`src/rx_intf_pkg.sv`:
```
// widths, vector types, header field positions, fifo sizing and framer states for the rx path
`default_nettype none

package rx_intf_pkg;

    // word packing
    localparam int WORD_BYTES = 8;

    // packet fifo sizing
    localparam int FIFO_ADDR_W = 6;
    localparam int FIFO_DEPTH  = 1 << FIFO_ADDR_W;

    // second header word layout
    localparam int HDR_LEN_LSB  = 0;
    localparam int HDR_RATE_LSB = 16;
    localparam int HDR_RSSI_LSB = 24;
    localparam int HDR_GPIO_LSB = 35;

    // trailer word layout
    localparam int TRAIL_SN_LSB  = 0;
    localparam int TRAIL_FCS_BIT = 16;

    typedef logic [7:0]  byte_t;
    typedef logic [63:0] word_t;

    // word plus last flag in the msb
    typedef logic [64:0] fifo_entry_t;

    typedef logic [15:0] pkt_len_t;
    typedef logic [7:0]  rate_t;

    // rssi in half db steps
    typedef logic [10:0] rssi_t;
    typedef logic [7:0]  gpio_t;
    typedef logic [63:0] tsf_t;
    typedef logic [15:0] sn_t;

    typedef logic [FIFO_ADDR_W-1:0] fifo_addr_t;

    // extra bit tells full from empty
    typedef logic [FIFO_ADDR_W:0] fifo_ptr_t;

    typedef enum logic [2:0] {
        IDLE,
        HDR0,
        HDR1,
        BODY,
        TRAIL
    } framer_state_t;

endpackage

`default_nettype wire

```
`src/rx_intf_m_axis.sv`:
```
// axi stream output register stage and packet interrupt
`timescale 1ns/1ps
`default_nettype none

module rx_intf_m_axis (
    input  wire                         m00_axis_aclk,
    input  wire                         rst_n,
    input  wire                         rd_valid,
    input  wire rx_intf_pkg::fifo_entry_t rd_data,
    output logic                        rd_en,
    output logic                        m00_axis_tvalid,
    output rx_intf_pkg::word_t          m00_axis_tdata,
    output logic                        m00_axis_tlast,
    input  wire                         m00_axis_tready,
    output logic                        rx_pkt_intr
);
    import rx_intf_pkg::*;

    logic load;
    logic hs;

    assign hs = m00_axis_tvalid & m00_axis_tready;

    // refill when empty or when the current word leaves
    assign load  = rd_valid & (~m00_axis_tvalid | m00_axis_tready);
    assign rd_en = load;

    always_ff @(posedge m00_axis_aclk)
    begin
        if (!rst_n)
        begin
            m00_axis_tvalid <= 1'b0;
            rx_pkt_intr     <= 1'b0;
        end
        else
        begin
            if (load)
                m00_axis_tvalid <= 1'b1;
            else if (m00_axis_tready)
                m00_axis_tvalid <= 1'b0;
            // one pulse per delivered packet
            rx_pkt_intr <= hs & m00_axis_tlast;
        end
    end

    // data and last hold while tready is low
    always_ff @(posedge m00_axis_aclk)
    begin
        if (load)
        begin
            m00_axis_tdata <= rd_data[$bits(word_t)-1:0];
            m00_axis_tlast <= rd_data[$bits(word_t)];
        end
    end

endmodule

`default_nettype wire

```
`config.mk`:
```
export PLATFORM = sky130hd
export DESIGN_NAME = rx_intf_m_axis
export DESIGN_NICKNAME = d
export VERILOG_FILES = /design/src/rx_intf_pkg.sv /design/src/rx_intf_m_axis.sv
export SDC_FILE = /design/constraint.sdc
export NUM_CORES = 1
export LEC_CHECK = 0
export ABC_AREA = 0
export BUFFER_PORTS_ARGS = -buffer_cell sky130_fd_sc_hd__buf_2
export CAP_MARGIN = 0
export CORE_MARGIN = 8
export CORE_UTILIZATION = 42
export CTS_BUF_LIST = sky130_fd_sc_hd__clkbuf_8
export DETAILED_ROUTE_END_ITERATION = 16
export PLACE_DENSITY = 0.84
export SETUP_SLACK_MARGIN = 0.2
export SYNTH_ARGS = -nofsm -noshare
export SYNTH_HDL_FRONTEND = slang
export SYNTH_SLANG_ARGS = --single-unit
```
`constraint.sdc`:
```
create_clock -name m00_axis_aclk -period 5.1 [get_ports m00_axis_aclk]
set_input_delay 0.255 -clock m00_axis_aclk [delete_from_list [all_inputs] [get_ports m00_axis_aclk]]
set_output_delay 0.255 -clock m00_axis_aclk [all_outputs]
set_load 0.01 [all_outputs]
```
==> out/results.txt <==
Gr usage total = 13.9%
Synthesized cell area = 2030 µm²
Area growth, synth to finish = 46.2%
Hold buffers post-CTS = 0
Crit path kind = reg2reg
Max clock buf depth = 2
Count of cell types in the netlist = 6
I/O pin count = 137
Crit-path cells = nor2b_4 -> nor2b_4 -> buf_4
Data arrival time of the worst path = 1.95 ns
Final min period = 1.98 ns
Met3 WL post-DR = 836 µm
Worst clock skew = 0.00549 ns
Tcrit/Tclk final = 38.8%
Routed Wire Length = 5.00 mm
Critical path endpoint category = flip-flop
Fmax = 506 MHz
Fin. Hold Viols = 0
Top delay family on crit path = simple AND/OR/NAND/NOR gates
Routability cong. = 0.712
Wl on met1 = 1.62 mm
IO Port Bufs = 136
Inserted Diodes = 0
WL/cell = 18.0 µm
Worst path required time = 5.07 ns
Met2 WL = 2.46 mm
Setup violations, final = 0
Clock sinks = 67
Commonest cells after routing, fill and taps aside = buf_2, edfxtp_1, clkbuf_8
Max stage delay on crit path = 0.63 ns
First-pass GRT wire length = 7.18 mm
CTS clk-pin slew, worst paths = 0.07 ns
CTS H-Tree Depth = 3
Synth Instances = 71
Resized cells post-CTS = 0
Drt pass-1 iters = 4
Die X = 85.5 µm
Filler cells = 345
Max Cap Violations = 0
Cell Pwr Density = 380 nW/µm²
DR vias = 1,242
Sequential area share after synthesis = 98.2%
Worst Hold Class = in2reg
Rel. slew slack = 46.3%
Vias per cell = 4.48
Die area = 7310 µm²
Net total in the final layout = 288
Row count = 25
Critical Path Fanout Max = 37
Worst IR Drop VDD = 0.232 mV
Initial core utilization = 43.2%
Total negative slack = 0 ns
Hold slack = 0.0978 ns
Share of layout cells above drive strength 1 = 67.3%
RSZ-0062 raised after global routing = no
Worst skew pair latency = 0.33 ns
Commonest non-fill, non-tap cell in the layout = buf_2
Avg Cell Area, Syn = 28.6 µm²
Iter 0 DRT Violations = 67
Final ANT Viol Nets = 0
Final Max Slew Viols = 0
Vias in the first global route = 1,417
Chip height = 85.5 µm
Largest net degree at the start of global routing = 38
Top layer in use = met4
Syn. warnings = 0
Post-synth top area share = 96.2%
Buffer and inverter count on the worst path = 1
Worst slew pin tran = 0.804 ns
Post-CTS Setup Inserts = 0
FF-to-FF setup slack = 3.12 ns
Slowest CP cell = nor2b_4
Critical Path Source Type = flip-flop
Root buf cell = clkbuf_8
Num CTS Buffers = 9
Area leader, netlist = edfxtp_1
CTS tree = done
Grt ovf = 0
Main area contributors after synthesis = edfxtp_1, dfxtp_1, nor2b_4, and4_1, o21a_1
DRC = 0
Synth Net Count = 140
CORE AREA = 4690 µm²
Cell mode on critical path = nor2b_4
Leak = 0.00130 µW
Status = completed
Antenna violations before repair = 0
Register bit total from synthesis = 67
==> worst register-to-register path, delay by kind of cell, from the launching register on <==
kind	cells	cell delay, ns
buf+inv	1	0.54
simple gates	2	0.76
flops	1	0.31
==> per-stage QoR <==
step           power [µW]  cell area [µm²]  utilization (%)  setup slack, ns  cells
6_report             1130             2970             63.2             3.12    277
5_1_grt              1170             2970             63.2             2.99    277
4_1_cts              1140             2970             63.2             3.11    277
3_5_place_dp          753             2790             59.5             3.12    262
3_3_place_gp          749             2790             59.5             3.18    262
2_1_floorplan         693             2030                -             1.14     71
==> layout make-up <==
cell class | count | area, µm² | share of cell area [%]
clock buffers | 9 | 124 | 4.18
clock inverters | 6 | 50.0 | 1.69
multi-input cells | 4 | 43.8 | 1.48
flip-flops and latches | 67 | 1990 | 67.2
well taps | 54 | 67.6 | 2.28
repair buffers | 137 | 688 | 23.2
==> layer usage <==
| layer | global-route usage, % | up-vias |
|---|---|---|
| li1 | - | 582 |
| met1 | 11.2 | 569 |
| met2 | 22.3 | 86 |
| met3 | 10.9 | 5 |
| met4 | 9.55 | 0 |
| met5 | 0 | - |
==> kinds of logic after synthesis <==
group,share of synthesized area (%)
flops,98.2
simple gates,1.42
compound gates,0.370
==> final timing paths <==
kind	from	endpoint	cells after the start
worst max-delay path	m00_axis_tvalid$_SDFFE_PN0P_	m00_axis_tdata[39]$_DFFE_PP_	3
worst min-delay path	rd_data[58]	m00_axis_tdata[58]$_DFFE_PP_	1
worst max register to register	m00_axis_tvalid$_SDFFE_PN0P_	m00_axis_tdata[39]$_DFFE_PP_	3
worst min register to register	m00_axis_tvalid$_SDFFE_PN0P_	rx_pkt_intr$_SDFF_PN0_	1
==> cell usage after synthesis, drive strengths merged <==
master and instances:
o21a 1, nor2b 2, dfxtp 2, and4 1
edfxtp 65
==> where the power goes <==
part           internal [µW]  total [µW]  switching, µW  leakage, µW
Clock                    215         388            173    0.0000965
Sequential               642         649           6.95     0.000645
Combinational           40.1        89.7           49.7     0.000562
==> sequential cells by signal, summed over array words and instances (netlist names) <==
signal and flops:
m00_axis_tvalid 1, m00_axis_tlast 1, m00_axis_tdata 64, rx_pkt_intr 1
Power figures use the tool's default switching activity.
