`config.mk`:
```
export PLATFORM = sky130hd
export DESIGN_NAME = rx_pkt_fifo
export DESIGN_NICKNAME = d
export VERILOG_FILES = /design/src/rx_intf_pkg.sv /design/src/rx_pkt_fifo.sv
export SDC_FILE = /design/constraint.sdc
export NUM_CORES = 2
export LEC_CHECK = 0
export BUFFER_PORTS_ARGS = -buffer_cell sky130_fd_sc_hd__buf_4
export CAP_MARGIN = 10
export CORE_ASPECT_RATIO = 0.8
export CORE_MARGIN = 4
export CORE_UTILIZATION = 30
export DETAILED_ROUTE_END_ITERATION = 10
export PLACE_DENSITY = 0.53
export SKIP_CTS_REPAIR_TIMING = 1
export SYNTH_ARGS = -nofsm -noshare
export SYNTH_HDL_FRONTEND = slang
export SYNTH_MEMORY_MAX_BITS = 65536
export SYNTH_SLANG_ARGS = --single-unit
```
`constraint.sdc`:
```
create_clock -name m00_axis_aclk -period 6.5 [get_ports m00_axis_aclk]
set_input_delay 0.975 -clock m00_axis_aclk [delete_from_list [all_inputs] [get_ports m00_axis_aclk]]
set_output_delay 0.975 -clock m00_axis_aclk [all_outputs]
set_load 0.05 [all_outputs]
```
`src/rx_intf_pkg.sv`:
```
// widths, vector types, header field positions, fifo sizing and framer states for the rx path
`default_nettype none

package rx_intf_pkg;

    // word packing
    localparam int WORD_BYTES = 8;

    // packet fifo sizing
    localparam int FIFO_ADDR_W = 6;
    localparam int FIFO_DEPTH  = 1 << FIFO_ADDR_W;

    // second header word layout
    localparam int HDR_LEN_LSB  = 0;
    localparam int HDR_RATE_LSB = 16;
    localparam int HDR_RSSI_LSB = 24;
    localparam int HDR_GPIO_LSB = 35;

    // trailer word layout
    localparam int TRAIL_SN_LSB  = 0;
    localparam int TRAIL_FCS_BIT = 16;

    typedef logic [7:0]  byte_t;
    typedef logic [63:0] word_t;

    // word plus last flag in the msb
    typedef logic [64:0] fifo_entry_t;

    typedef logic [15:0] pkt_len_t;
    typedef logic [7:0]  rate_t;

    // rssi in half db steps
    typedef logic [10:0] rssi_t;
    typedef logic [7:0]  gpio_t;
    typedef logic [63:0] tsf_t;
    typedef logic [15:0] sn_t;

    typedef logic [FIFO_ADDR_W-1:0] fifo_addr_t;

    // extra bit tells full from empty
    typedef logic [FIFO_ADDR_W:0] fifo_ptr_t;

    typedef enum logic [2:0] {
        IDLE,
        HDR0,
        HDR1,
        BODY,
        TRAIL
    } framer_state_t;

endpackage

`default_nettype wire

```
`src/rx_pkt_fifo.sv`:
```
// packet fifo with tentative write pointer, committed pointer and read pointer
`timescale 1ns/1ps
`default_nettype none

module rx_pkt_fifo (
    input  wire                         m00_axis_aclk,
    input  wire                         rst_n,
    input  wire                         wr_en,
    input  wire rx_intf_pkg::fifo_entry_t wr_data,
    input  wire                         commit,
    input  wire                         discard,
    output logic                        full,
    input  wire                         rd_en,
    output logic                        rd_valid,
    output rx_intf_pkg::fifo_entry_t    rd_data
);
    import rx_intf_pkg::*;

    fifo_entry_t mem [FIFO_DEPTH];

    fifo_ptr_t  wr_ptr;
    fifo_ptr_t  cmt_ptr;
    fifo_ptr_t  rd_ptr;
    fifo_ptr_t  wr_ptr_nxt;
    fifo_addr_t wr_addr;
    fifo_addr_t rd_addr;
    logic       wr_ok;

    assign wr_addr = wr_ptr[FIFO_ADDR_W-1:0];
    assign rd_addr = rd_ptr[FIFO_ADDR_W-1:0];

    // uncommitted words count against space
    assign full = (wr_ptr[FIFO_ADDR_W] != rd_ptr[FIFO_ADDR_W]) && (wr_addr == rd_addr);

    // reader only sees committed packets
    assign rd_valid = (cmt_ptr != rd_ptr);
    assign rd_data  = mem[rd_addr];

    assign wr_ok      = wr_en & ~full;
    assign wr_ptr_nxt = wr_ok ? wr_ptr + 1'b1 : wr_ptr;

    always_ff @(posedge m00_axis_aclk)
    begin
        if (wr_ok)
            mem[wr_addr] <= wr_data;
    end

    always_ff @(posedge m00_axis_aclk)
    begin
        if (!rst_n)
        begin
            wr_ptr  <= '0;
            cmt_ptr <= '0;
        end
        else
        begin
            // rewind to last packet boundary
            if (discard)
                wr_ptr <= cmt_ptr;
            else
                wr_ptr <= wr_ptr_nxt;
            // commit includes a word written in the same cycle
            if (commit && !discard)
                cmt_ptr <= wr_ptr_nxt;
        end
    end

    always_ff @(posedge m00_axis_aclk)
    begin
        if (!rst_n)
            rd_ptr <= '0;
        else if (rd_en && rd_valid)
            rd_ptr <= rd_ptr + 1'b1;
    end

endmodule

`default_nettype wire

```
==> impl_metrics.env <==
export IMPL_grt_overflow=0
export IMPL_clock_sinks=4187
export IMPL_synth_area_top_cells="edfxtp_1 (79%), mux4_2 (15%), o22ai_1 (1.1%), o221ai_1 (0.68%), mux2i_1 (0.55%)"
export IMPL_setup_viol=0
export IMPL_rsz0062_at_grt="false"
export IMPL_cp_cell_sequence="nor2b_2, buf_4, nand2_4, o22ai_1, nor4_1, o22a_1, buf_4"
export IMPL_post_route_util_pct=34.7
export IMPL_synth_edf_count=4160
export IMPL_ys_ff_latch=4187
export IMPL_fin_crit_ns=5.84
export IMPL_io_pins=138
export IMPL_cpMaxStageDelayCell="dfxtp_4"
export IMPL_power_frac_seq_pct=51.2
export IMPL_p_comb_share_pct=9.4
export IMPL_cts_max_path_buffers=4
export IMPL_slew_violations=0
export IMPL_ys_seq_area_share_pct=79.6
export IMPL_post_dp_cell_area_um2=169000
export IMPL_required_ns=5.52
export IMPL_clkPwrFrac_pct=39.4
export IMPL_insertion_delay_ns=0.93
export IMPL_max_freq_mhz=171
export IMPL_drt_iter0_markers=12500
export IMPL_core_area_um2=522000
export IMPL_synth_largest_area_cell="edfxtp_1"
export IMPL_avgSynthCellArea_um2=23.7
export IMPL_start_kind="flip-flop"
export IMPL_vias=79600
export IMPL_fin_skew_ns=0.0386
export IMPL_yosys_most_used_dff="edfxtp_1"
export IMPL_cpMostUsedCell="buf_4"
export IMPL_netSwitchingPower_mw=13.4
export IMPL_clkTransAtPathRegs_ns=0.07
export IMPL_status="finished clean"
export IMPL_vdd_drop_max_uv=229
export IMPL_grt_pass1_wl_mm=676
export IMPL_fin_area_um2=181000
export IMPL_cts_tree="done"
export IMPL_crit_fanout=30
export IMPL_grt_max_degree=98
export IMPL_drt_first_pass_iters=5
export IMPL_ys_warn_count=0
export IMPL_drc=0
export IMPL_syn_area_um2=158000
export IMPL_filler_cell_count=47700
export IMPL_layout_drive_gt1_share_pct=28.6
export IMPL_portBuffers=137
export IMPL_syn2layout_area_growth_pct=15.0
export IMPL_synthCells=6649
export IMPL_end_kind="output pin"
export IMPL_post_route_period_util_pct=89.9
export IMPL_hp_class="in2reg"
export IMPL_cts_buffers=388
export IMPL_cpPeakStageDelay_ns=0.96
export IMPL_worst_pin_slew_ns=1.29
export IMPL_clockRootBuffer="clkbuf_16"
export IMPL_die_area_um2=537000
export IMPL_wl_per_cell_um=35.1
export IMPL_p_int_mw=44.9
export IMPL_swShare_pct=23.0
export IMPL_slew_headroom_pct=13.9
export IMPL_hold_violations=0
export IMPL_syn_nets=6722
export IMPL_track_usage_pct=18.1
export IMPL_async_flop_share_pct=0
export IMPL_ant_nets=0
export IMPL_grt_pass1_vias=77400
export IMPL_grt_antenna_before_repair=65
export IMPL_tns_ns=0
export IMPL_p_leak_nw=53.5
export IMPL_gp_congestion=0.783
export IMPL_hpwlAfterDp_mm=274
export IMPL_die_w_um=819
export IMPL_powerDensity_nw_per_um2=322
export IMPL_htree_levels=5
export IMPL_fp_dieH_um=656
export IMPL_critPathArrivalTime_ns=4.87
export IMPL_core_rowCount=237
export IMPL_fin_nets=7132
export IMPL_via_per_inst=5.57
export IMPL_maxCapViolations=0
export IMPL_ys_types=49
export IMPL_initial_core_util_pct=30.2
export IMPL_synth_top_area_share_pct=79.2
export IMPL_criticalPathCategory="reg2out"
export IMPL_wirelength_mm=503
==> power by group through the flow <==
| stage | Combinational (mW) | Clock [mW] | Sequential, mW |
|---|---|---|---|
| after floorplan | 3.79 | 0 | 30.4 |
| after global placement | 5.56 | 0 | 30.5 |
| after detailed placement | 5.59 | 0 | 30.5 |
| after CTS | 5.60 | 23.3 | 29.9 |
| after global routing | 5.83 | 24.5 | 29.9 |
| final | 5.50 | 23.0 | 29.9 |
==> routing by layer <==
metal / vias up / track usage (%) / share of wire, %
met5: - / 0 / 0.010
met3: 737 / 3.98 / 11
met1: 44400 / 26.9 / 42
met4: 8 / 4.13 / 2.6
met2: 4763 / 27.3 / 45
li1: 29800 / - / -
==> kinds of logic after synthesis <==
group                      Yosys count  synth area share (%)
DFF                               4187                  79.6
muxes                             1129                  15.4
AOI/OAI and AO/OA                  618                  2.73
buffers and inverters              387                  1.22
and+or+nand+nor                    305                 0.956
xor gates and xnor gates            21                 0.117
adders and majority gates            2                0.0159
==> worst max-delay path, delay by kind of cell (launching register included) <==
kind	cells	cell delay, ns
AND/OR/NAND/NOR	3	1.48
flip-flops	1	0.96
buffers and inverters	2	0.58
AO/OA/AOI/OAI	2	0.77
==> placed cells by master (no fill, tap or decap), types with 7 or more instances in the layout <==
master,Yosys,layout
nand3_1,17,17
edfxtp_1,4160,4160
nand2b_1,18,11
mux2i_1,86,86
nor2b_1,13,10
bufinv_16,0,40
a22oi_1,27,27
o22ai_1,279,279
xnor2_1,15,15
mux4_2,1038,1038
nand2_4,0,8
dfxtp_1,27,21
nor4_1,56,56
o221ai_1,123,123
nor2_4,0,63
buf_12,0,56
clkbuf_16,0,395
clkbuf_1,143,64
inv_6,0,11
buf_4,65,346
and3_1,11,11
clkinvlp_4,0,10
o21ai_0,17,17
a21oi_1,85,85
a31oi_1,7,7
nand2_1,44,35
clkinv_2,0,74
o22a_1,54,54
nor2_1,119,55
clkinv_1,0,88
o211ai_1,7,7
==> through the flow <==
stage	cells	setup WS, ns	hold slack (ns)	total power [mW]
after floorplan	6649	1.44	0.478	34.2
after global placement	13600	1.66	0.497	36.0
after detailed placement	13600	1.63	0.507	36.1
after CTS	14300	0.587	0.342	58.8
after global routing	14300	0.541	0.395	60.2
final	14300	0.658	0.416	58.4
==> synth_stat cells (27+ instances only) <==
| cell | count |
|---|---|
| mux4_2 | 1038 |
| clkbuf_1 | 143 |
| mux2i_1 | 86 |
| buf_4 | 65 |
| nor2_1 | 119 |
| o22a_1 | 54 |
| nor4_1 | 56 |
| buf_1 | 37 |
| dfxtp_1 | 27 |
| nand2_1 | 44 |
| a22oi_1 | 27 |
| edfxtp_1 | 4160 |
| o221ai_1 | 123 |
| a21oi_1 | 85 |
| buf_2 | 129 |
| o22ai_1 | 279 |
==> layout make-up <==
class | count | area, µm² | area share, %
Clock buffer | 461 | 10200 | 5.60
Tap cell | 6931 | 8670 | 4.78
Antenna cell | 6 | 15.0 | 0.00828
Timing Repair Buffer | 403 | 3750 | 2.07
Clock inverter | 234 | 2270 | 1.25
Inverter | 4 | 20.0 | 0.0110
Sequential cell | 4187 | 125000 | 69.2
Multi-Input combinational cell | 2075 | 30900 | 17.1
==> sequential cells by signal, summed over array words and instances (netlist names), named ones only <==
name	count
mem	4160
cmt_ptr	7
rd_ptr	7
wr_ptr	7
==> final timing paths <==
check | start | endpoint | slack, ns | cells past startpoint
min | rst_n | cmt_ptr[6] | 0.42 | 3
min reg2reg | rd_ptr[6] | rd_ptr[6] | 0.53 | 2
max reg2reg | wr_ptr[4] | mem[10][31] | 2.30 | 6
max | flip-flop | rd_data[1] | 0.66 | 7
Note: power is estimated with default switching activity, not from simulation.
