--- config.mk ---
export PLATFORM = sky130hd
export DESIGN_NAME = byte_to_word_fcs_sn_insert
export DESIGN_NICKNAME = d
export VERILOG_FILES = /design/src/rx_intf_pkg.sv /design/src/byte_to_word_fcs_sn_insert.sv
export SDC_FILE = /design/constraint.sdc
export NUM_CORES = 1
export LEC_CHECK = 0
export ABC_AREA = 1
export BUFFER_PORTS_ARGS = -buffer_cell sky130_fd_sc_hd__buf_2
export CAP_MARGIN = 20
export CELL_PAD_IN_SITES_DETAIL_PLACEMENT = 1
export CELL_PAD_IN_SITES_GLOBAL_PLACEMENT = 1
export CORE_AREA = 2 2 142 144
export DETAILED_ROUTE_END_ITERATION = 8
export DIE_AREA = 0 0 144 146
export PLACE_DENSITY = 0.79
export SKIP_CTS_REPAIR_TIMING = 1
export SLEW_MARGIN = 40
export SYNTH_ARGS = -nofsm -noshare
export SYNTH_HDL_FRONTEND = slang
export SYNTH_SLANG_ARGS = --single-unit
--- constraint.sdc ---
create_clock -name m00_axis_aclk -period 6.8 [get_ports m00_axis_aclk]
set_input_delay 0.68 -clock m00_axis_aclk [delete_from_list [all_inputs] [get_ports m00_axis_aclk]]
set_output_delay 0.68 -clock m00_axis_aclk [all_outputs]
set_load 0.01 [all_outputs]
--- src/rx_intf_pkg.sv ---
// widths, vector types, header field positions, fifo sizing and framer states for the rx path
`default_nettype none

package rx_intf_pkg;

    // word packing
    localparam int WORD_BYTES = 8;

    // packet fifo sizing
    localparam int FIFO_ADDR_W = 6;
    localparam int FIFO_DEPTH  = 1 << FIFO_ADDR_W;

    // second header word layout
    localparam int HDR_LEN_LSB  = 0;
    localparam int HDR_RATE_LSB = 16;
    localparam int HDR_RSSI_LSB = 24;
    localparam int HDR_GPIO_LSB = 35;

    // trailer word layout
    localparam int TRAIL_SN_LSB  = 0;
    localparam int TRAIL_FCS_BIT = 16;

    typedef logic [7:0]  byte_t;
    typedef logic [63:0] word_t;

    // word plus last flag in the msb
    typedef logic [64:0] fifo_entry_t;

    typedef logic [15:0] pkt_len_t;
    typedef logic [7:0]  rate_t;

    // rssi in half db steps
    typedef logic [10:0] rssi_t;
    typedef logic [7:0]  gpio_t;
    typedef logic [63:0] tsf_t;
    typedef logic [15:0] sn_t;

    typedef logic [FIFO_ADDR_W-1:0] fifo_addr_t;

    // extra bit tells full from empty
    typedef logic [FIFO_ADDR_W:0] fifo_ptr_t;

    typedef enum logic [2:0] {
        IDLE,
        HDR0,
        HDR1,
        BODY,
        TRAIL
    } framer_state_t;

endpackage

`default_nettype wire

--- src/byte_to_word_fcs_sn_insert.sv ---
// byte to word packer with partial word flush and fcs / sequence number trailer
`timescale 1ns/1ps
`default_nettype none

module byte_to_word_fcs_sn_insert (
    input  wire                 m00_axis_aclk,
    input  wire                 rst_n,
    input  wire                 pkt_header_valid_strobe,
    input  wire rx_intf_pkg::byte_t byte_in,
    input  wire                 byte_in_strobe,
    input  wire                 fcs_in_strobe,
    input  wire                 fcs_ok,
    input  wire                 sn_advance,
    output rx_intf_pkg::word_t  word_out,
    output logic                word_strobe,
    output logic                trail_strobe
);
    import rx_intf_pkg::*;

    localparam int IDX_W = $clog2(WORD_BYTES);

    logic [IDX_W-1:0] byte_idx;
    word_t            acc;
    word_t            acc_nxt;
    logic             trail_pending;
    logic             fcs_ok_q;
    sn_t              sn;

    // new byte merged into the partial word, low byte first
    always_comb
    begin
        acc_nxt = acc;
        acc_nxt[{byte_idx, 3'b000} +: 8] = byte_in;
    end

    // trailer word built from the fcs verdict and the running sequence number
    function automatic word_t make_trailer(input logic ok, input sn_t seq);
        word_t w;
        w = '0;
        w[TRAIL_SN_LSB +: $bits(sn_t)] = seq;
        w[TRAIL_FCS_BIT] = ok;
        return w;
    endfunction

    // control state
    always_ff @(posedge m00_axis_aclk)
    begin
        if (!rst_n)
        begin
            byte_idx      <= '0;
            trail_pending <= 1'b0;
            word_strobe   <= 1'b0;
            trail_strobe  <= 1'b0;
        end
        else
        begin
            word_strobe  <= 1'b0;
            trail_strobe <= 1'b0;
            if (pkt_header_valid_strobe)
            begin
                byte_idx      <= '0;
                trail_pending <= 1'b0;
            end
            else if (byte_in_strobe)
            begin
                byte_idx <= byte_idx + 1'b1;
                if (byte_idx == IDX_W'(WORD_BYTES - 1))
                    word_strobe <= 1'b1;
            end
            else if (fcs_in_strobe)
            begin
                byte_idx <= '0;
                // flush partial word first, trailer follows a cycle later
                if (byte_idx != '0)
                begin
                    word_strobe   <= 1'b1;
                    trail_pending <= 1'b1;
                end
                else
                    trail_strobe <= 1'b1;
            end
            else if (trail_pending)
            begin
                trail_pending <= 1'b0;
                trail_strobe  <= 1'b1;
            end
        end
    end

    // word data path
    always_ff @(posedge m00_axis_aclk)
    begin
        if (pkt_header_valid_strobe)
            acc <= '0;
        else if (byte_in_strobe)
        begin
            if (byte_idx == IDX_W'(WORD_BYTES - 1))
            begin
                word_out <= acc_nxt;
                acc      <= '0;
            end
            else
                acc <= acc_nxt;
        end
        else if (fcs_in_strobe)
        begin
            fcs_ok_q <= fcs_ok;
            acc      <= '0;
            if (byte_idx != '0)
                word_out <= acc;
            else
                word_out <= make_trailer(fcs_ok, sn);
        end
        else if (trail_pending)
            word_out <= make_trailer(fcs_ok_q, sn);
    end

    // sequence number moves only for committed packets
    always_ff @(posedge m00_axis_aclk)
    begin
        if (!rst_n)
            sn <= '0;
        else if (sn_advance)
            sn <= sn + 1'b1;
    end

endmodule

`default_nettype wire

==> flow_summary.json <==
{
  "r2r_slack_ps": 4020,
  "grt_usage_pct": 21.6,
  "synth-main-ff-cell": "dfxtp_1",
  "finalHoldViolations": 0,
  "met1Wirelength_um": 10300,
  "min_to": "acc[41]",
  "yosysWarnings": 0,
  "viasPerCell": 5.39,
  "worstSetupEndpointType": "register",
  "antenna_found_initial": 0,
  "clk_latency_ps": 430,
  "clkPwrFrac_pct": 43.5,
  "period_minus_slack_ps": 2780,
  "routed_wl_um": 22100,
  "drv_cap": 0,
  "grt_pass1_vias": 6844,
  "yosys_register_bits": 151,
  "port_buffers": 80,
  "dieArea_mm2": 0.0210,
  "ant_nets": 0,
  "fillers": 2386,
  "start_util_pct": 39.9,
  "netSwitchingPower_uw": 501,
  "max_freq_ghz": 0.359,
  "switching_share_pct": 24.8,
  "cp_cell_sequence": "ha_1, ha_1, nor2_4, a211oi_4, buf_4",
  "reg2reg_depth": 5,
  "tightest_slew_ps": 822,
  "yosys-top-cells-area": "edfxtp_1 (25%), dfxtp_1 (22%), nand3_1 (13%)",
  "critPathArrivalTime_ps": 2840,
  "setup_violations": 0,
  "place.gp.congestion": 0.786,
  "seqPwrFrac_pct": 48.2,
  "drive_gt1_share_pct": 15.5,
  "reg2reg_to": "word_out[24]",
  "drc": 0,
  "hold_depth": 2,
  "grt_overflow_total": 0,
  "first_pass_iters": 5,
  "peakVddDrop_v": 0.000159,
  "whs_ps": 464,
  "area.growth.synth_to_final_pct": 13.6,
  "min_path_type": "register to register",
  "nets": 1026,
  "path_buf_inv": 1,
  "synth.distinct_cells": 32,
  "dpl.hpwl_um": 14400,
  "clk_pin_slew_ps": 60,
  "routedWlPerCell_um": 17.3,
  "power_leakage_nw": 3.24,
  "drt_iter0_drc": 484,
  "cp_data_required_time_ps": 6860,
  "synthCells": 954,
  "powerDensity_mw_per_mm2": 231,
  "root_buffer": "clkbuf_16",
  "yosysSeqAreaShare_pct": 47.6,
  "crit_fanout": 53,
  "syn_avg_cell_area_um2": 8.09,
  "async_flop_share_pct": 0,
  "antenna_cells": 0,
  "cts.htree.levels": 4,
  "num_rows": 51,
  "syn_area_mm2": 0.00772,
  "ios": 81,
  "critPathMaxStageDelay_ps": 700,
  "cts_buffers": 17,
  "dieWidth_um": 144,
  "status": "finished, final reports clean",
  "synth-edff-count": 65,
  "yosys.area.top_type": "edfxtp_1",
  "synth_fp_nets": 978,
  "synth_top_area_share_pct": 25.3,
  "intPower_mw": 1.52,
  "grt_max_degree": 77,
  "die_h_um": 146,
  "slew_headroom_pct": 45.2,
  "critPathKind": "register to register",
  "core_area_mm2": 0.0193,
  "met2_length_um": 10700,
  "cts.sinks": 151,
  "finalSetupTns_ps": 0,
  "cts_tree": "yes",
  "grt_pass1_wl_um": 35600,
  "dr.max_layer_used": "met4",
  "crit_slowest_cell": "buf_4",
  "skew_ps": 8.15,
  "maxSlewViolCount": 0,
  "vias": 6903,
  "rr_startpoint": "byte_idx[0]",
  "fin_crit_sh_pct": 40.9,
  "start_kind": "register",
  "rsz0062_at_grt": "false",
  "worst_path_most_repeated_cell": "ha_1",
  "clock_path_buffers": 2,
  "hold_start": "acc[41]",
  "combPwrFrac_pct": 8.3,
  "route.met3.wl_um": 654,
  "cp_top_family": "buffers and inverters"
}
[synth_stat cells (15+ instances only)]
cell,count
edfxtp_1,65
clkbuf_1,20
o31ai_1,47
nand2_1,171
nand2_2,19
buf_2,15
nor2_1,27
a21oi_1,101
dfxtp_1,86
nand3_1,207
inv_1,93
o21ai_0,26
[area by class of cell]
cell class,instances,area [um^2],area share (%)
flip-flops and latches,151,3670,41.9
multi-input cells,644,3370,38.5
clock buffers,29,522,5.95
repair buffers,86,462,5.27
inverters,102,388,4.42
well taps,265,332,3.78
clock inverters,3,15.0,0.171
[sequential cells by signal, summed over array words and instances (netlist names)]
name	cells
trail_pending	1
byte_idx	3
fcs_ok_q	1
trail_strobe	1
word_out	64
sn	16
word_strobe	1
acc	64
[worst reg2reg max path: stages (launching register included)]
cell	delay, ps
dfxtp_2	640
ha_1	240
ha_1	210
nor2_4	70
a211oi_4	520
buf_4	700
[cells by family after synthesis]
kind of cell | after synthesis | share of synthesized area [%]
and+or+nand+nor | 456 | 28.5
DFF | 151 | 47.6
adders and majority gates | 9 | 1.46
buffers and inverters | 159 | 9.19
AOI/OAI and AO/OA | 179 | 13.3
[metrics by stage]
stage / cells / cell area, um^2 / total power [mW] / setup slack (ps) / util (%)
finish: 1280 / 8770 / 2.02 / 4020 / 45.3
global route: 1280 / 8770 / 2.09 / 3830 / 45.3
detailed placement: 1247 / 8200 / 1.16 / 3550 / 42.4
global placement: 1247 / 8190 / 1.16 / 3600 / 42.4
CTS: 1279 / 8740 / 2.03 / 3670 / 45.2
floorplan: 954 / 7720 / 1.11 / 532 / -
[cell usage in the layout, fill, tap and decap left out, types with 2 or more instances in the layout]
| cell type | instances |
|---|---|
| nand2_2 | 20 |
| edfxtp_1 | 65 |
| a211oi_1 | 3 |
| ha_1 | 8 |
| buf_2 | 80 |
| a21oi_1 | 101 |
| clkbuf_1 | 8 |
| nand3_1 | 207 |
| o21ai_0 | 26 |
| inv_1 | 93 |
| dfxtp_1 | 85 |
| nor2_4 | 9 |
| buf_4 | 4 |
| o31ai_1 | 47 |
| inv_4 | 2 |
| clkbuf_8 | 3 |
| clkbuf_16 | 18 |
| nor3_1 | 4 |
| nor2_1 | 27 |
| nand2_8 | 3 |
| clkinv_2 | 3 |
| nand4_1 | 10 |
| nand2_1 | 170 |
| inv_2 | 6 |
[layer usage]
layer | up-vias | GRT usage (%)
met5 | - | 0
met4 | 0 | 7.60
met3 | 28 | 3.46
met1 | 3379 | 28.6
li1 | 3373 | -
met2 | 123 | 35.5
[how the worst max path moves through the flow]
stage / start / endpoint / slack, ps / depth (start not counted)
final: byte_idx[0] / word_out[24] / 4020 / 5
after global routing: byte_idx[0] / word_out[21] / 3830 / 5
after CTS: byte_idx[0] / word_out[24] / 3670 / 5
after detailed placement: byte_in_strobe / word_out[30] / 3550 / 6
after global placement: byte_in_strobe / word_out[17] / 3600 / 6
after floorplan: byte_idx[1] / word_out[0] / 530 / 5
[power by group through the flow]
stage | logic [mW] | registers, mW | clock network (mW)
floorplan | 0.111 | 1.00 | 0
global placement | 0.161 | 0.995 | 0
detailed placement | 0.166 | 0.996 | 0
CTS | 0.167 | 0.976 | 0.890
global route | 0.186 | 0.979 | 0.926
finish | 0.168 | 0.976 | 0.880
(Power assumes the default switching activity.)
