<file path="config.mk">
export PLATFORM = sky130hd
export DESIGN_NAME = rx_pkt_framer
export DESIGN_NICKNAME = d
export VERILOG_FILES = /design/src/rx_intf_pkg.sv /design/src/rx_pkt_framer.sv
export SDC_FILE = /design/constraint.sdc
export NUM_CORES = 1
export LEC_CHECK = 0
export BUFFER_PORTS_ARGS = -buffer_cell sky130_fd_sc_hd__buf_4
export CAP_MARGIN = 20
export CORE_ASPECT_RATIO = 1.75
export CORE_MARGIN = 2
export CORE_UTILIZATION = 30
export CTS_CLUSTER_DIAMETER = 200
export DETAILED_ROUTE_END_ITERATION = 7
export PLACE_DENSITY_LB_ADDON = 0.3
export SLEW_MARGIN = 25
export SYNTH_ARGS = -nofsm -noshare
export SYNTH_HDL_FRONTEND = slang
export SYNTH_SLANG_ARGS = --single-unit
</file>
<file path="constraint.sdc">
create_clock -name m00_axis_aclk -period 9.9 [get_ports m00_axis_aclk]
set_clock_uncertainty 0.2 [all_clocks]
set_input_delay 0.99 -clock m00_axis_aclk [delete_from_list [all_inputs] [get_ports m00_axis_aclk]]
set_output_delay 0.99 -clock m00_axis_aclk [all_outputs]
set_load 0.1 [all_outputs]
</file>
<file path="src/rx_intf_pkg.sv">
// widths, vector types, header field positions, fifo sizing and framer states for the rx path
`default_nettype none

package rx_intf_pkg;

    // word packing
    localparam int WORD_BYTES = 8;

    // packet fifo sizing
    localparam int FIFO_ADDR_W = 6;
    localparam int FIFO_DEPTH  = 1 << FIFO_ADDR_W;

    // second header word layout
    localparam int HDR_LEN_LSB  = 0;
    localparam int HDR_RATE_LSB = 16;
    localparam int HDR_RSSI_LSB = 24;
    localparam int HDR_GPIO_LSB = 35;

    // trailer word layout
    localparam int TRAIL_SN_LSB  = 0;
    localparam int TRAIL_FCS_BIT = 16;

    typedef logic [7:0]  byte_t;
    typedef logic [63:0] word_t;

    // word plus last flag in the msb
    typedef logic [64:0] fifo_entry_t;

    typedef logic [15:0] pkt_len_t;
    typedef logic [7:0]  rate_t;

    // rssi in half db steps
    typedef logic [10:0] rssi_t;
    typedef logic [7:0]  gpio_t;
    typedef logic [63:0] tsf_t;
    typedef logic [15:0] sn_t;

    typedef logic [FIFO_ADDR_W-1:0] fifo_addr_t;

    // extra bit tells full from empty
    typedef logic [FIFO_ADDR_W:0] fifo_ptr_t;

    typedef enum logic [2:0] {
        IDLE,
        HDR0,
        HDR1,
        BODY,
        TRAIL
    } framer_state_t;

endpackage

`default_nettype wire

</file>
<file path="src/rx_pkt_framer.sv">
// packet framer: header words, body forwarding, trailer with commit or discard
`timescale 1ns/1ps
`default_nettype none

module rx_pkt_framer (
    input  wire                      m00_axis_aclk,
    input  wire                      rst_n,
    input  wire                      pkt_header_valid,
    input  wire                      pkt_header_valid_strobe,
    input  wire                      ht_unsupport,
    input  wire rx_intf_pkg::rate_t    pkt_rate,
    input  wire rx_intf_pkg::pkt_len_t pkt_len,
    input  wire rx_intf_pkg::rssi_t    rssi_half_db_lock_by_sig_valid,
    input  wire rx_intf_pkg::gpio_t    gpio_status_lock_by_sig_valid,
    input  wire rx_intf_pkg::tsf_t     tsf_runtime_val,
    input  wire                      block_rx_dma_to_ps,
    input  wire                      block_rx_dma_to_ps_valid,
    input  wire                      keep_bad_fcs,
    input  wire rx_intf_pkg::word_t    word_out,
    input  wire                      word_strobe,
    input  wire                      trail_strobe,
    input  wire                      full,
    output logic                     wr_en,
    output rx_intf_pkg::fifo_entry_t wr_data,
    output logic                     commit,
    output logic                     discard,
    output logic                     sn_advance
);
    import rx_intf_pkg::*;

    framer_state_t state;

    // fields latched at the signal-valid event
    tsf_t     tsf_q;
    pkt_len_t len_q;
    rate_t    rate_q;
    rssi_t    rssi_q;
    gpio_t    gpio_q;
    word_t    trail_q;

    // drop reasons collected while the packet is open
    logic block_q;
    logic ovf_q;

    logic  sig_valid;
    logic  pkt_open;
    logic  keep_pkt;
    word_t hdr1;

    assign sig_valid = pkt_header_valid_strobe & pkt_header_valid;
    assign pkt_open  = (state == HDR0) || (state == HDR1) || (state == BODY);

    // trailer write itself must not hit a full fifo
    assign keep_pkt = (trail_q[TRAIL_FCS_BIT] | keep_bad_fcs) & ~block_q & ~ovf_q & ~full;

    always_comb
    begin
        hdr1 = '0;
        hdr1[HDR_LEN_LSB  +: $bits(pkt_len_t)] = len_q;
        hdr1[HDR_RATE_LSB +: $bits(rate_t)]    = rate_q;
        hdr1[HDR_RSSI_LSB +: $bits(rssi_t)]    = rssi_q;
        hdr1[HDR_GPIO_LSB +: $bits(gpio_t)]    = gpio_q;
    end

    always_comb
    begin
        wr_en      = 1'b0;
        wr_data    = '0;
        commit     = 1'b0;
        discard    = 1'b0;
        sn_advance = 1'b0;
        case (state)
            HDR0:
            begin
                wr_en   = 1'b1;
                wr_data = {1'b0, tsf_q};
            end
            HDR1:
            begin
                wr_en   = 1'b1;
                wr_data = {1'b0, hdr1};
            end
            BODY:
            begin
                wr_en   = word_strobe;
                wr_data = {1'b0, word_out};
            end
            TRAIL:
            begin
                wr_en      = 1'b1;
                wr_data    = {1'b1, trail_q};
                commit     = keep_pkt;
                discard    = ~keep_pkt;
                sn_advance = keep_pkt;
            end
            default:
            begin
                wr_en = 1'b0;
            end
        endcase
        // a new signal field kills whatever is still open
        if (pkt_open && sig_valid)
            discard = 1'b1;
    end

    always_ff @(posedge m00_axis_aclk)
    begin
        if (!rst_n)
        begin
            state   <= IDLE;
            block_q <= 1'b0;
            ovf_q   <= 1'b0;
        end
        else if (sig_valid)
        begin
            state   <= ht_unsupport ? IDLE : HDR0;
            block_q <= 1'b0;
            ovf_q   <= 1'b0;
        end
        else
        begin
            case (state)
                HDR0:    state <= HDR1;
                HDR1:    state <= BODY;
                BODY:    state <= trail_strobe ? TRAIL : BODY;
                TRAIL:   state <= IDLE;
                default: state <= IDLE;
            endcase
            if (block_rx_dma_to_ps_valid && block_rx_dma_to_ps)
                block_q <= 1'b1;
            if (wr_en && full)
                ovf_q <= 1'b1;
        end
    end

    always_ff @(posedge m00_axis_aclk)
    begin
        if (sig_valid)
        begin
            tsf_q  <= tsf_runtime_val;
            len_q  <= pkt_len;
            rate_q <= pkt_rate;
            rssi_q <= rssi_half_db_lock_by_sig_valid;
            gpio_q <= gpio_status_lock_by_sig_valid;
        end
        if (trail_strobe)
            trail_q <= word_out;
    end

endmodule

`default_nettype wire

</file>
==> flow_metrics.py <==
metrics = {
    "sta": {
        "tns_ns": 0,
        "max_freq_ghz": 0.256,
        "fin_crit_ns": 3.91,
        "rsz0062_at_grt": "no",
        "slew_viol_final": 0,
        "period_share": 0.395,
        "slew_headroom": 0.343,
        "worst_pin_slew_ns": 0.986,
        "hold_viol": 0,
        "finalSetupViolCount": 0,
    },
    "cells_and_area": {
        "nets": 837,
        "final_area_sq_mm": 0.00983,
        "fillers": 2160,
        "syn2layout_area_growth_pct": 37.5,
        "final_util": 0.421,
        "drive_gt1_frac": 0.462,
    },
    "clock_tree": {
        "ctsHoldBuffers": 0,
        "htree_levels": 4,
        "cts-root-buf": "clkbuf_16",
        "clk_latency_ns": 0.44,
        "cts_sinks": 176,
        "cts_tree": "done",
        "clkTransAtPathRegs_ns": 0.06,
        "cts.path.max_buffers": 2,
        "ctsResizeCount": 0,
        "cts_setup_buffers": 0,
        "cts_buffers": 17,
    },
    "placement": {
        "placed_area_sq_mm": 0.00923,
        "dpl.hpwl_um": 12900,
        "io_buffers": 250,
        "gp_congestion": 0.762,
    },
    "worst_setup_path": {
        "start_kind": "register",
        "end_kind": "output pin",
        "cp-startpoint": "state[2]",
        "cp_data_required_time_ns": 8.71,
        "reg2reg_depth": 4,
        "timing.rr.start": "state[1]",
        "regToRegEndpoint": "state[0]",
        "rrSetupSlack_ns": 7.66,
        "cp_data_arrival_time_ns": 2.72,
        "path_max_fanout": 28,
        "setup.worst_path.class": "reg2out",
        "endpoint": "wr_data[28]",
    },
    "job": {
        "cap_violations": 0,
    },
    "power": {
        "leakage_nw": 3.60,
        "power_density_mw_per_mm2": 183,
        "ir_drop_uv": 188,
    },
    "floorplanning": {
        "core_area_sq_mm": 0.0233,
        "die_w_um": 121,
        "ios": 251,
        "start_util": 0.306,
        "placementRows": 74,
        "die-area_sq_mm": 0.0251,
        "chipHeight_um": 208,
    },
    "logic_synthesis": {
        "avgSynthCellArea_sq_um": 17.3,
        "synth_top_area_frac": 0.719,
        "synthCells": 413,
        "seq_area_frac_synth": 0.733,
        "synthTopCellsByArea": "edfxtp_1, mux2i_1, o22ai_1",
        "ys_ff_latch": 176,
        "syn_area_sq_mm": 0.00714,
        "syn-num-nets": 595,
        "yosysWarnings": 0,
        "synth.largest_area_cell": "edfxtp_1",
        "synth_cell_types": 33,
    },
    "routing": {
        "drt_first_pass_iters": 4,
        "drt_iter0_markers": 257,
        "vias": 4710,
        "drc": 0,
        "routed_via_density": 4.85,
        "postRouteWirelength_um": 19400,
        "wl_per_cell_um": 19.9,
        "antenna_left": 0,
    },
    "status": {
        "outcome": "completed",
    },
    "hold_path": {
        "whs_path_depth": 2,
        "hold_path.class": "reg2reg",
    },
    "global_routing": {
        "grt_util_all_layers": 0.156,
        "grt_max_degree": 68,
        "grt_pass1_wl_um": 29200,
        "grt_pass1_vias": 5202,
        "antenna_found_initial": 1,
        "grt_overflow_total": 0,
    },
}
## through the flow
step / cells / setup WS (ns) / hold slack [ns] / total power (W)
floorplan: 413 / 5.49 / 0.238 / 0.00103
finish: 972 / 5.99 / 0.298 / 0.00179
global placement: 940 / 6.37 / 0.264 / 0.00112
global route: 972 / 5.79 / 0.314 / 0.00186
detailed placement: 940 / 6.37 / 0.290 / 0.00113
CTS: 971 / 5.87 / 0.299 / 0.00182
## registers in the layout, indices dropped and copies added, names as in the netlist, 3 cells and up
register / flops
trail_q: 64
tsf_q: 64
len_q: 16
rssi_q: 11
gpio_q: 8
rate_q: 8
state: 3
## cell usage after synthesis
library cell / number
a21oi_1: 1
a221oi_1: 1
a22oi_1: 33
a22oi_2: 10
and2_1: 1
and2b_4: 1
and3_1: 1
buf_2: 17
buf_4: 5
buf_6: 8
clkbuf_1: 2
dfxtp_1: 5
edfxtp_1: 171
inv_1: 1
inv_2: 1
mux2_2: 1
mux2i_1: 64
nand2_1: 3
nand2b_1: 2
nand3_1: 4
nor2_1: 5
nor2_2: 1
nor2b_1: 3
nor2b_4: 1
nor4_1: 2
o21a_1: 2
o21ai_0: 1
o21ai_1: 1
o22ai_1: 40
o22ai_2: 3
o2bb2ai_1: 20
o31ai_2: 1
or3_1: 1
## cell usage in the layout (no fill, tap or decap), types with 2 or more instances in the layout
master / netlist / layout
nand3_1: 4 / 4
nor4_1: 2 / 2
o22ai_2: 3 / 3
clkinv_2: 0 / 4
o2bb2ai_1: 20 / 20
a22oi_1: 33 / 33
mux2i_1: 64 / 64
a22oi_2: 10 / 10
inv_6: 0 / 3
dfxtp_1: 5 / 3
clkbuf_16: 0 / 17
o21a_1: 2 / 2
edfxtp_1: 171 / 171
nand2_1: 3 / 3
buf_4: 5 / 254
bufinv_16: 0 / 3
nor2_1: 5 / 5
clkinv_4: 0 / 2
nor2b_1: 3 / 3
o22ai_1: 40 / 40
## kinds of logic after synthesis
family	synth area share
AND/OR/NAND/NOR	0.0200
multiplexers	0.0912
AO/OA/AOI/OAI	0.124
buffers and inverters	0.0319
flip-flops	0.733
## per-layer routing
| metal | vias to the layer above | share of wire | GRT usage |
|---|---|---|---|
| met5 | - | 0 | 0 |
| met4 | 0 | 0.030 | 0.0762 |
| met3 | 28 | 0.056 | 0.0384 |
| met2 | 195 | 0.55 | 0.285 |
| met1 | 2303 | 0.36 | 0.165 |
| li1 | 2184 | - | - |
## worst min-delay path by stage
| stage | startpoint | slack (ns) | to |
|---|---|---|---|
| 6_report | ovf_q | 0.30 | ovf_q |
| 3_3_place_gp | block_q | 0.26 | block_q |
| 3_5_place_dp | ovf_q | 0.29 | ovf_q |
| 2_1_floorplan | block_q | 0.24 | block_q |
| 4_1_cts | ovf_q | 0.30 | ovf_q |
| 5_1_grt | ovf_q | 0.31 | ovf_q |
## where the power goes
part           total [W]  switching (W)  internal (W)  leakage, nW
Clock           0.000685       0.000290      0.000395        0.291
Sequential      0.000892      0.0000162      0.000876         1.67
Combinational   0.000217       0.000140     0.0000773         1.63
Total            0.00179       0.000446       0.00135         3.60
## critical path, cell delays in order (launching register included)
cell and delay (ns):
dfxtp_1 0.62, nor2b_4 0.44, buf_4 0.45, a22oi_1 0.16
o22ai_1 0.25, buf_4 0.34
## area by class of cell
type	count	area (sq um)	area share
antenna	1	2.50	0.000255
clock buffer	17	425	0.0433
clock inverter	14	165	0.0168
inverter	2	10.0	0.00102
multi-input combinational	203	1680	0.171
sequential	176	5240	0.533
tap	304	380	0.0387
timing repair buffer	255	1920	0.195
Power figures use the tool's default switching activity.
